### src/bus_consts.svh
`ifndef BUS_CONSTS_SVH
`define BUS_CONSTS_SVH

//////////////////////////////////////////////////////////////////////////////
// Address map
//////////////////////////////////////////////////////////////////////////////

// Single UART data port, everything else is SRAM
`define UART_ADDR 16'hBF00

//////////////////////////////////////////////////////////////////////////////
// Bus pacing and receive queue
//////////////////////////////////////////////////////////////////////////////

// Clocks per controller state = 2**BUS_DIV_LOG2
`define BUS_DIV_LOG2 2

`define QUEUE_DEPTH_LOG2 3

`endif

### src/bus_pkg.sv
package bus_pkg;

	`include "bus_consts.svh"

	typedef logic [15:0] mem_addr_t;
	typedef logic [15:0] mem_word_t;
	typedef logic [7:0] uart_byte_t;
	typedef logic [`QUEUE_DEPTH_LOG2-1:0] queue_ptr_t;
	typedef logic [31:0] access_tag_t;

	// Controller states, one bus tick each
	typedef enum logic [4:0] {
		IDLE,
		RX_WAIT, RX_STROBE, RX_LATCH, RX_DONE,
		TX_DRIVE, TX_STROBE, TX_WAIT_TBRE, TX_WAIT_TSRE, TX_DONE,
		RAM_RD_ADDR, RAM_RD_OE, RAM_RD_DONE,
		RAM_WR_ADDR, RAM_WR_WE, RAM_WR_DONE,
		POP_READ, POP_DONE
	} bus_state_t;

endpackage

### src/rx_queue.sv
`timescale 1ns/10ps

`include "bus_consts.svh"

module rx_queue import bus_pkg::*; (
	input logic clk,
	input logic rst,
	input logic push,
	input uart_byte_t push_byte,
	input logic pop,
	output uart_byte_t head,
	output logic empty,
	output logic full
);

	localparam int DEPTH = 1 << `QUEUE_DEPTH_LOG2;

	uart_byte_t mem [DEPTH];

	// Pointers with one extra wrap bit
	logic [`QUEUE_DEPTH_LOG2:0] wr_ptr;
	logic [`QUEUE_DEPTH_LOG2:0] rd_ptr;
	logic [`QUEUE_DEPTH_LOG2:0] ptr_span;
	queue_ptr_t wr_idx;
	queue_ptr_t rd_idx;

	assign wr_idx = wr_ptr[`QUEUE_DEPTH_LOG2-1:0];
	assign rd_idx = rd_ptr[`QUEUE_DEPTH_LOG2-1:0];

	// Fill level, modulo the wrap bit
	assign ptr_span = wr_ptr - rd_ptr;

	assign empty = (wr_ptr == rd_ptr);
	assign full = (wr_ptr[`QUEUE_DEPTH_LOG2] != rd_ptr[`QUEUE_DEPTH_LOG2]) &&
		(wr_idx == rd_idx);
	assign head = mem[rd_idx];

	always_ff @(posedge clk or negedge rst) begin
		if (!rst) begin
			wr_ptr <= '0;
			rd_ptr <= '0;
		end else begin
			// Overflow bytes are simply dropped
			if (push && !full)
				wr_ptr <= wr_ptr + 1'b1;
			if (pop && !empty)
				rd_ptr <= rd_ptr + 1'b1;
		end
	end

	always_ff @(posedge clk) begin
		if (push && !full)
			mem[wr_idx] <= push_byte;
	end

	a_ptr_span: assert property (@(posedge clk) disable iff (!rst)
		ptr_span <= DEPTH);

endmodule

### config.mk
export PLATFORM = sky130hd
export DESIGN_NAME = rx_queue
export DESIGN_NICKNAME = d
export VERILOG_FILES = /design/src/bus_pkg.sv /design/src/rx_queue.sv
export VERILOG_INCLUDE_DIRS = /design/src
export SDC_FILE = /design/constraint.sdc
export NUM_CORES = 1
export LEC_CHECK = 0
export ABC_AREA = 1
export ABC_CLOCK_PERIOD_IN_PS = 1600
export BUFFER_PORTS_ARGS = -buffer_cell sky130_fd_sc_hd__buf_2
export CAP_MARGIN = 0
export CORE_ASPECT_RATIO = 0.5
export CORE_MARGIN = 4
export CORE_UTILIZATION = 30
export CTS_BUF_LIST = sky130_fd_sc_hd__clkbuf_4 sky130_fd_sc_hd__clkbuf_8
export DETAILED_ROUTE_END_ITERATION = 10
export MAX_ROUTING_LAYER = met4
export PLACE_DENSITY = 0.44
export RECOVER_POWER = 100
export SETUP_SLACK_MARGIN = 0.3
export SLEW_MARGIN = 20
export SYNTH_ARGS = -nofsm -noshare
export SYNTH_HDL_FRONTEND = slang
export SYNTH_SLANG_ARGS = --single-unit
export TNS_END_PERCENT = 5
### constraint.sdc
create_clock -name clk -period 1.6 [get_ports clk]
set_input_delay 0.32 -clock clk [delete_from_list [all_inputs] [get_ports clk]]
set_output_delay 0.32 -clock clk [all_outputs]
set_load 0.02 [all_outputs]
==> results of run 1 <==
==> through the flow <==
step / setup WS [ps] / cell area, sq um / std cells
2_1_floorplan: 137 / 3150 / 269
3_5_place_dp: -18.1 / 3680 / 437
3_3_place_gp: -9.60 / 3680 / 437
4_1_cts: -349 / 4170 / 465
6_report: -357 / 4220 / 466
5_1_grt: -444 / 4220 / 466
==> tightest hold or removal path: stages <==
cell,delay [ps]
buf_2,140
nand3_1,80
nand2_1,50
==> layer usage <==
layer | part of all wire | vias up | wire, um | track usage
li1 | - | 1056 | - | -
met1 | 0.48 | 1019 | 3570 | 0.184
met2 | 0.45 | 47 | 3360 | 0.208
met3 | 0.057 | 8 | 426 | 0.0403
met4 | 0.0088 | 0 | 65 | 0.0380
met5 | 0 | - | 0 | -
==> state kept, by name (all words and copies together) (netlist names) <==
signal / flops
mem: 64
rd_ptr: 4
wr_ptr: 4
==> logic make-up (layout without fill, tap and decap cells) <==
family	count (synthesis)	count (layout)	synth area share
flops	72	72	0.694
buf+inv	24	86	0.0364
fa+ha+maj	2	2	0.00819
compound gates	49	49	0.0880
xor+xnor	3	3	0.00860
simple gates	119	119	0.165
==> where the power goes <==
part	switching, mW	total (mW)	internal (mW)	leakage, nW
logic	2.35	4.46	2.11	0.806
registers	0.175	2.57	2.40	0.677
clock network	0.669	1.37	0.705	0.0929
total	3.20	8.41	5.21	1.58
==> path summary, 6_finish.rpt <==
kind	slack [ps]	depth (start not counted)	endpoint	startpoint
worst max-delay path	-360	8	head[7]	rd_ptr[0]$_DFFE_PN0P_
worst min-delay path	280	3	rd_ptr[1]$_DFFE_PN0P_	pop
worst max register to register	-280	10	mem[4][4]$_DFFE_PP_	rd_ptr[0]$_DFFE_PN0P_
worst min register to register	510	2	wr_ptr[3]$_DFFE_PN0P_	wr_ptr[3]$_DFFE_PN0P_
max in group asynchronous	810	2	wr_ptr[1]$_DFFE_PN0P_	rst
min in group asynchronous	430	2	rd_ptr[3]$_DFFE_PN0P_	rst
==> what timing repair did <==
item	CTS	global route
setup endpoints to repair	81	82
gates cloned	3	1
endpoints found under the hold margin	8	0
resized for setup	54	21
pin swaps	20	5
buffers inserted	9	0
hold buffers	1	0
==> area by class of cell <==
type	instances	area, sq um
fill	920	5480
sequential	72	2130
multi-input combinational	173	976
timing repair buffer	59	716
tap	135	169
clock buffer	9	124
clock inverter	6	60.1
inverter	12	50.0
==> synthesized netlist by cell type (all sizes together) <==
library cell,count
ha,2
dfrtp,8
xor2,3
nand2,65
a21oi,1
inv,12
o21ai,32
buf,9
nand3,11
o22ai,16
edfxtp,64
clkbuf,3
nand4,1
nor2,42
==> impl_metrics.toml, run 1 <==
[global_routing]
grt_pass1_vias = 2150
grt_pass1_wl_mm = 11.7
grt_max_degree = 33
track_usage = 0.138
grt_overflow = 0
antenna_found_initial = 0

[logic_synthesis]
netlist_area_sq_um = 3060
synth_cells = 269
synth_nets = 283
synthTopCellsByArea = "edfxtp_1 (63%), nand2_1 (7.2%), dfrtp_1 (6.5%)"
synth_top_area_frac = 0.629
avgSynthCellArea_sq_um = 11.4
ys_seq_area_frac = 0.694
ys_ff_latch = 72
synth.distinct_cells = 21
synth_top_area_cell = "edfxtp_1"
synth.yosys.warnings = 0

[floorplan]
die_area_sq_um = 12000
die_x_um = 151
die_y_um = 79.4
row_count = 25
io_pins = 22
start_util = 0.315
coreArea_sq_um = 9700

[layout]
n_antenna_cell = 0
area_growth_pct = 38.1
final_cell_mix = "edfxtp_1 (64), nand2_1 (49), nor2_1 (29)"
drive_gt1_frac = 0.347
final_common_cell = "edfxtp_1"
fin_nets = 341
fin_util = 0.435

[setup_path]
endpoint_kind = "output port"
crit_family = "buffers and inverters"
crit_path_top_delay_cell = "dfrtp_2"
cpPeakStageDelay_ps = 430
crit_chain = "clkinv_4, buf_12, clkbuf_16, o21ai_1, o22ai_1, nand2_1, nand2_2, buf_6"
crit_required_ps = 1280
crit_buf_inv = 4
worst_ep_arrival_time_ps = 1640
cp_max_fo = 6
critPathLaunchType = "flip-flop"
critPathKind = "reg2out"

[clock_tree]
root_buffer = "clkbuf_8"
cts_inserted_buffers = 9
insertion_delay_ps = 340
cts_tree = "yes"
cts_sinks = 72
cts-htree-levels = 3
cts_buffer_depth = 2
path_clk_slew_ps = 80

[pwr]
power.total_mw = 8.41
vdd_drop_max_v = 0.000787
cellLeakagePower_nw = 1.58
cellPowerDensity_nw_per_um2 = 1990

[sta]
finalSetupViolations = 74
hold_viol_final = 0
slew_headroom = 0.674
worst-slew-pin-transition_ps = 489
slew_violations = 0
fmax_mhz = 511
fin_ws_ps = -357
finalHoldWorstSlack_ps = 277
finClkSkew_ps = 6.92
rsz0062_at_grt = "yes"
tns_ps = -18700
fin_crit_sh = 1.22
final.min_clock_period_ps = 1960

[drt]
wirelength_mm = 7.42
routedWlPerCell_um = 15.9
drt_iter0_markers = 101
num_vias = 2130
drc = 0
viasPerCell = 4.57
ant_nets = 0
dr.pass1.iters = 4

[hold_path]
hold_class = "in2reg"

[placement]
dp_hpwl_mm = 4.63
numPortBuffers = 21
gp_congestion = 0.790

[outcome]
status = "finished, violations left"
violations = "negative setup slack"

[job]
maxCapViolations = 0
Power figures use the tool's default switching activity.
==> inputs of run 2 (changes only) <==
--- a/config.mk
+++ b/config.mk
@@ -6,8 +6,7 @@
 export SDC_FILE = /design/constraint.sdc
 export NUM_CORES = 1
 export LEC_CHECK = 0
-export ABC_AREA = 1
-export ABC_CLOCK_PERIOD_IN_PS = 1600
+export ABC_CLOCK_PERIOD_IN_PS = 2150
 export BUFFER_PORTS_ARGS = -buffer_cell sky130_fd_sc_hd__buf_2
 export CAP_MARGIN = 0
 export CORE_ASPECT_RATIO = 0.5
@@ -16,7 +15,7 @@
 export CTS_BUF_LIST = sky130_fd_sc_hd__clkbuf_4 sky130_fd_sc_hd__clkbuf_8
 export DETAILED_ROUTE_END_ITERATION = 10
 export MAX_ROUTING_LAYER = met4
-export PLACE_DENSITY = 0.44
+export PLACE_DENSITY = 0.42
 export RECOVER_POWER = 100
 export SETUP_SLACK_MARGIN = 0.3
 export SLEW_MARGIN = 20
==> constraint.sdc (replaced) <==
create_clock -name clk -period 2.15 [get_ports clk]
set_input_delay 0.43 -clock clk [delete_from_list [all_inputs] [get_ports clk]]
set_output_delay 0.43 -clock clk [all_outputs]
set_load 0.02 [all_outputs]
==> run 2 against run 1 <==
  * The flow still finishes with violations (negative setup slack)
  * Critical path depth down 4
  * Synthesized cell count down 44%
  * Final area down 5.8%
  * Global-route usage down 2.1 points
  * Critical path type unchanged
==> impl_metrics.toml, run 2 <==
[outcome]
status = "finished, violations left"
violations = "negative setup slack"

[logic_synthesis]
synth_top_area_frac = 0.606
async_flop_share = 0.111
synth_xor_area_frac = 0.0390
synth.yosys.warnings = 0
synth_top_family_by_area = "multiplexers"
yosys.area_share.simple = 0.0473
synthMuxAreaShare = 0.170
yosys.cell_count.top_type = "edfxtp_1"
netlist_top_cells_count = "edfxtp_1 (64), mux2_4 (9), mux4_1 (9)"
synth_nets = 165
synth_top_area_cell = "edfxtp_1"
avgSynthCellArea_sq_um = 21.0
synth_cells = 151
ys.flop_type = "edfxtp_1"
ys_ff_latch = 72
synthTopCellsByArea = "edfxtp_1 (61%), mux4_1 (7.5%), dfrtp_1 (6.3%)"
synth.distinct_cells = 33
synth-edff-count = 64
netlist_area_sq_um = 3170
synth_fa_ha_area_frac = 0.00789
ys_seq_area_frac = 0.669
synth_compound_area_frac = 0.0438

[setup_path]
crit_cells = 4
endpoint_kind = "output port"
rr_startpoint = "rd_ptr[0]$_DFFE_PN0P_"
worst_ep_arrival_time_ps = 1950
critPathKind = "reg2out"
cpPeakStageDelay_ps = 520
worstSetupStartpoint = "rd_ptr[0]$_DFFE_PN0P_"
r2r_cells = 4
crit_required_ps = 1720
critPathLaunchType = "flip-flop"
crit_path_top_delay_cell = "mux4_2"
crit_chain = "buf_12, mux4_2, mux2_4, buf_2"
crit_buf_inv = 2
crit_family = "multiplexers"
cp_max_fo = 9

[pwr]
p_int_mw = 3.82
p_comb_frac = 0.525
cellLeakagePower_nw = 1.35
cellPowerDensity_nw_per_um2 = 1530
switching_power_mw = 2.24
clock_power_share = 0.149
vdd_drop_max_v = 0.000413
seqPwrFrac = 0.327
switching_share = 0.369

[floorplan]
die_y_um = 80.7
start_util = 0.310
die_area_sq_um = 12400
coreArea_sq_um = 10200
die_x_um = 153
io_pins = 22
row_count = 26

[hold_path]
worstHoldStart = "pop"
hold_class = "in2reg"
worstHoldPathCells = 3

[layout]
final_common_cell = "edfxtp_1"
drive_gt1_frac = 0.498
nFillCells = 951
multi_input_area_sq_um = 1070
n_antenna_cell = 0
final_cell_mix = "edfxtp_1 (64), buf_4 (17), mux4_2 (16)"
fin_nets = 217
ff_latch_area_sq_um = 2130
largest_reg_flops = 64
area_growth_pct = 25.2
largest_register = "mem"
reg.largest.list = "mem (64), rd_ptr (4), wr_ptr (4)"
layout.cells.non_filler = 347

[clock_tree]
cts-htree-levels = 3
root_buffer = "clkbuf_8"
path_clk_slew_ps = 70
insertion_delay_ps = 350
cts_tree = "yes"
cts_inserted_buffers = 9
cts_buffer_depth = 2
cts_sinks = 72

[sta]
fmax_mhz = 421
fin_crit_sh = 1.10
finClkSkew_ps = 5.59
finalSetupViolations = 10
slew_headroom = 0.474
slew_violations = 0
tns_ps = -1810
hold_viol_final = 0
worst-slew-pin-transition_ps = 785
rsz0062_at_grt = "yes"
final.min_clock_period_ps = 2380
fin_ws_ps = -225

[global_routing]
track_usage = 0.118
grt_overflow = 0
antenna_found_initial = 0
grt_max_degree = 21
grt_pass1_wl_mm = 10.1
grt_pass1_vias = 1679

[placement]
numPortBuffers = 21
gp_congestion = 0.670
dp_hpwl_mm = 4.24
dp.cells = 324

[job]
maxCapViolations = 0

[drt]
num_vias = 1595
drt_iter0_markers = 72
dr.pass1.iters = 4
viasPerCell = 4.60
wirelength_mm = 6.60
drc = 0
ant_nets = 0
routedWlPerCell_um = 19.0
run 2: cell types whose count changed after synthesis, moves of 5 or more:
cell / delta
nor2_1: -37
mux4_1: +9
inv_2: -5
nand2_1: -55
mux2_4: +9
nand2_2: -5
mux4_2: +7
o22ai_1: -16
xnor2_1: +5
o21ai_0: -32
nand3_1: -10
run 2: per-layer routing:
layer	global-route usage	part of all wire
met4	0.0344	0.0052
met3	0.0463	0.035
met2	0.166	0.45
met1	0.157	0.51
met5	-	0
run 2: final cells by class:
cell class,instances,area share
Sequential cell,72,0.535
Multi-Input combinational cell,70,0.270
Timing Repair Buffer,48,0.109
Tap cell,140,0.0441
Clock buffer,9,0.0312
Clock inverter,6,0.00945
Inverter,2,0.00189
run 2: worst register-to-register path: stages (launching register included):
cell,delay (ps)
dfrtp_2,480
buf_6,160
xor2_4,250
o41ai_4,150
nor3_2,620
run 2: power by group through the flow:
stage / clock network (mW) / logic [mW] / registers [mW]
floorplan: 0 / 1.85 / 1.96
global placement: 0 / 2.64 / 2.00
detailed placement: 0 / 2.66 / 2.01
CTS: 0.951 / 2.84 / 1.97
global route: 1.01 / 3.42 / 2.01
finish: 0.900 / 3.18 / 1.98
run 2: path summary, 6_finish.rpt:
kind,to,slack [ps]
hold / removal,rd_ptr[0]$_DFFE_PN0P_,380
setup / recovery,head[1],-230
max in group asynchronous,rd_ptr[0]$_DFFE_PN0P_,1240
setup reg to reg,mem[0][2]$_DFFE_PP_,120
hold reg to reg,wr_ptr[0]$_DFFE_PN0P_,700
min in group asynchronous,wr_ptr[3]$_DFFE_PN0P_,560
run 2: repair_timing:
action                                 4_1_cts  5_1_grt
gates cloned                                 0        1
buffers inserted                             2        4
setup endpoints to repair                   58       77
hold buffers                                 1        0
endpoints found under the hold margin        8        0
pin swaps                                    2        5
gates resized for setup                     22       22
run 2: cells by family (layout without fill, tap and decap cells):
kind of cell,after synthesis,count (layout)
AOI/OAI and AO/OA,9,9
buffers and inverters,9,65
xor gates and xnor gates,9,9
and+or+nand+nor,24,24
DFF,72,72
adders and majority gates,2,2
muxes,26,26
run 2: through the flow:
step	utilization	hold slack [ps]	setup slack [ps]	instance area [sq um]	power [mW]
after floorplan	-	134	216	3230	3.81
after global placement	0.355	294	28.2	3630	4.64
after detailed placement	0.355	293	-8.62	3630	4.67
after CTS	0.375	325	-252	3840	5.76
after global routing	0.388	374	-302	3970	6.44
final	0.388	381	-225	3970	6.06
==> inputs of run 3 (changes only) <==
--- a/config.mk
+++ b/config.mk
@@ -6,6 +6,7 @@
 export SDC_FILE = /design/constraint.sdc
 export NUM_CORES = 1
 export LEC_CHECK = 0
+export ABC_AREA = 1
 export ABC_CLOCK_PERIOD_IN_PS = 2150
 export BUFFER_PORTS_ARGS = -buffer_cell sky130_fd_sc_hd__buf_2
 export CAP_MARGIN = 0
==> run 3 against run 2 <==
  * The flow now finishes without violations
  * Critical endpoint is now head[5]
  * Critical path depth is 3 higher
  * Cell count is 32% higher
  * Clock power is 30% higher
  * Power is 1.8% lower
  * Worst setup slack better by 310 ps
  * Highest routed layer unchanged
  * Wire length is 17% higher
  * Die area is 3.4% lower
  * Largest power group unchanged
  * Sequential power hardly changed
  * Clock skew is 2.9 ps higher
  * Hold slack worse by 10 ps
  * Combinational power is 12% lower
==> impl_metrics.toml, run 3 (synthesized netlist as in run 1, its figures left out) <==
[sta]
worst-slew-pin-transition_ps = 490
fin_crit_sh = 0.961
tns_ps = 0
finClkSkew_ps = 8.51
fmax_mhz = 484
slew_headroom = 0.673
hold_viol_final = 0
slew_violations = 0
rsz0062_at_grt = "yes"
finalSetupViolations = 0
final.min_clock_period_ps = 2070

[setup_path]
r2r_slack_ps = 110
critPathKind = "reg2out"
cpMostUsedCell = "nand2_1"
endpoint_kind = "output port"
crit_chain = "buf_12, clkbuf_16, o21ai_2, o22ai_1, nand2_1, nand2_1, buf_4"
cpPeakStageDelay_ps = 510
worstSetupStartpoint = "rd_ptr[0]$_DFFE_PN0P_"
cp_max_fo = 6
worst_ep_arrival_time_ps = 1640
crit_required_ps = 1720
rr_startpoint = "rd_ptr[0]$_DFFE_PN0P_"
critPathLaunchType = "flip-flop"
crit_path_top_delay_cell = "dfrtp_4"

[global_routing]
grt_max_degree = 35
track_usage = 0.132
grt_pass1_wl_mm = 11.1
grt_pass1_vias = 2037
grt_overflow = 0
antenna_found_initial = 0

[floorplan]
die_area_sq_um = 12000
die_x_um = 151
die_y_um = 79.4
row_count = 25
coreArea_sq_um = 9700
io_pins = 22
start_util = 0.315

[layout]
reg.largest.list = "mem (64), rd_ptr (4), wr_ptr (4)"
layout.cells.non_filler = 459
final_common_cell = "edfxtp_1"
final_cell_area_sq_um = 3950
fin_nets = 333
n_antenna_cell = 0
largest_register = "mem"
drive_gt1_frac = 0.293
fin_util = 0.407
area_growth_pct = 29.1
largest_reg_flops = 64
final_cell_mix = "edfxtp_1 (64), nand2_1 (60), nor2_1 (35)"

[drt]
dr.pass1.iters = 4
viasPerCell = 4.61
routedWlPerCell_um = 16.9
drc = 0
num_vias = 2116
drt_iter0_markers = 145
ant_nets = 0
wirelength_mm = 7.75

[clock_tree]
cts_sinks = 72
cts-htree-levels = 3
root_buffer = "clkbuf_8"
cts_tree = "yes"
cts_buffer_depth = 2
cts_inserted_buffers = 9
path_clk_slew_ps = 80
insertion_delay_ps = 350

[placement]
numPortBuffers = 21
gp_congestion = 0.746
dp.cells = 427
dpl_cell_area_sq_um = 3370
dp_hpwl_mm = 4.48

[pwr]
power.total_mw = 5.95
cellLeakagePower_nw = 1.50
vdd_drop_max_v = 0.000448
cellPowerDensity_nw_per_um2 = 1510

[hold_path]
hold_class = "in2reg"
worstHoldStart = "pop"

[outcome]
status = "complete, no violations"

[job]
maxCapViolations = 0
## run 3: cell count changes in the layout (fill, tap and decap cells not counted), sizes merged, moves of 11 or more
cell | previous run | this run
inv | 2 | 13
mux4 | 16 | 0
nor2 | 5 | 42
o21ai | 0 | 32
nand2 | 4 | 65
o22ai | 0 | 16
nand3 | 0 | 11
## run 3: worst max-delay path: cells and delay by family, from the launching register on
family	cells	cell delay (ps)
and+or+nand+nor	2	120
DFF	1	510
buffers and inverters	3	470
AOI/OAI and AO/OA	2	190
## run 3: power by group
group	total [mW]	internal, mW	switching, mW
registers	1.97	1.79	0.180
logic	2.81	1.17	1.64
clock network	1.17	0.653	0.521
total	5.95	3.61	2.34
## run 3: path summary, 6_finish.rpt
path                                         end  cells past startpoint
max                                      head[5]                      7
min                        rd_ptr[3]$_DFFE_PN0P_                      3
max reg2reg                  mem[0][0]$_DFFE_PP_                      9
min reg2reg                wr_ptr[3]$_DFFE_PN0P_                      2
max in group asynchronous  rd_ptr[0]$_DFFE_PN0P_                      2
min in group asynchronous  rd_ptr[1]$_DFFE_PN0P_                      2
## run 3: layout make-up
class / count / area [sq um]
fillers: 952 / 5750
multi-input cells: 173 / 906
inverters: 12 / 57.6
flip-flops and latches: 72 / 2130
well taps: 135 / 169
repair inverters: 2 / 41.3
repair buffers: 49 / 427
clock buffers: 9 / 124
clock inverters: 7 / 93.8
## run 3: layer usage
layer | track usage | vias to the layer above | share of wire
met5 | - | - | 0
met4 | 0.0407 | 0 | 0.0095
met3 | 0.0493 | 6 | 0.055
met2 | 0.185 | 53 | 0.43
met1 | 0.179 | 1020 | 0.50
li1 | - | 1037 | -
## run 3: stage by stage
stage / hold slack [ps] / setup slack, ps
4_1_cts: 328 / 86.9
5_1_grt: 372 / 1.49
2_1_floorplan: 134 / 475
3_5_place_dp: 294 / 285
6_report: 371 / 84.6
3_3_place_gp: 289 / 302
## run 3: repair_timing
item	CTS	global route
hold endpoints to repair	8	0
setup endpoints to repair	22	18
gates cloned	0	5
resized for setup	9	73
buffers inserted	2	8
pin swaps	0	19
hold buffers	1	0
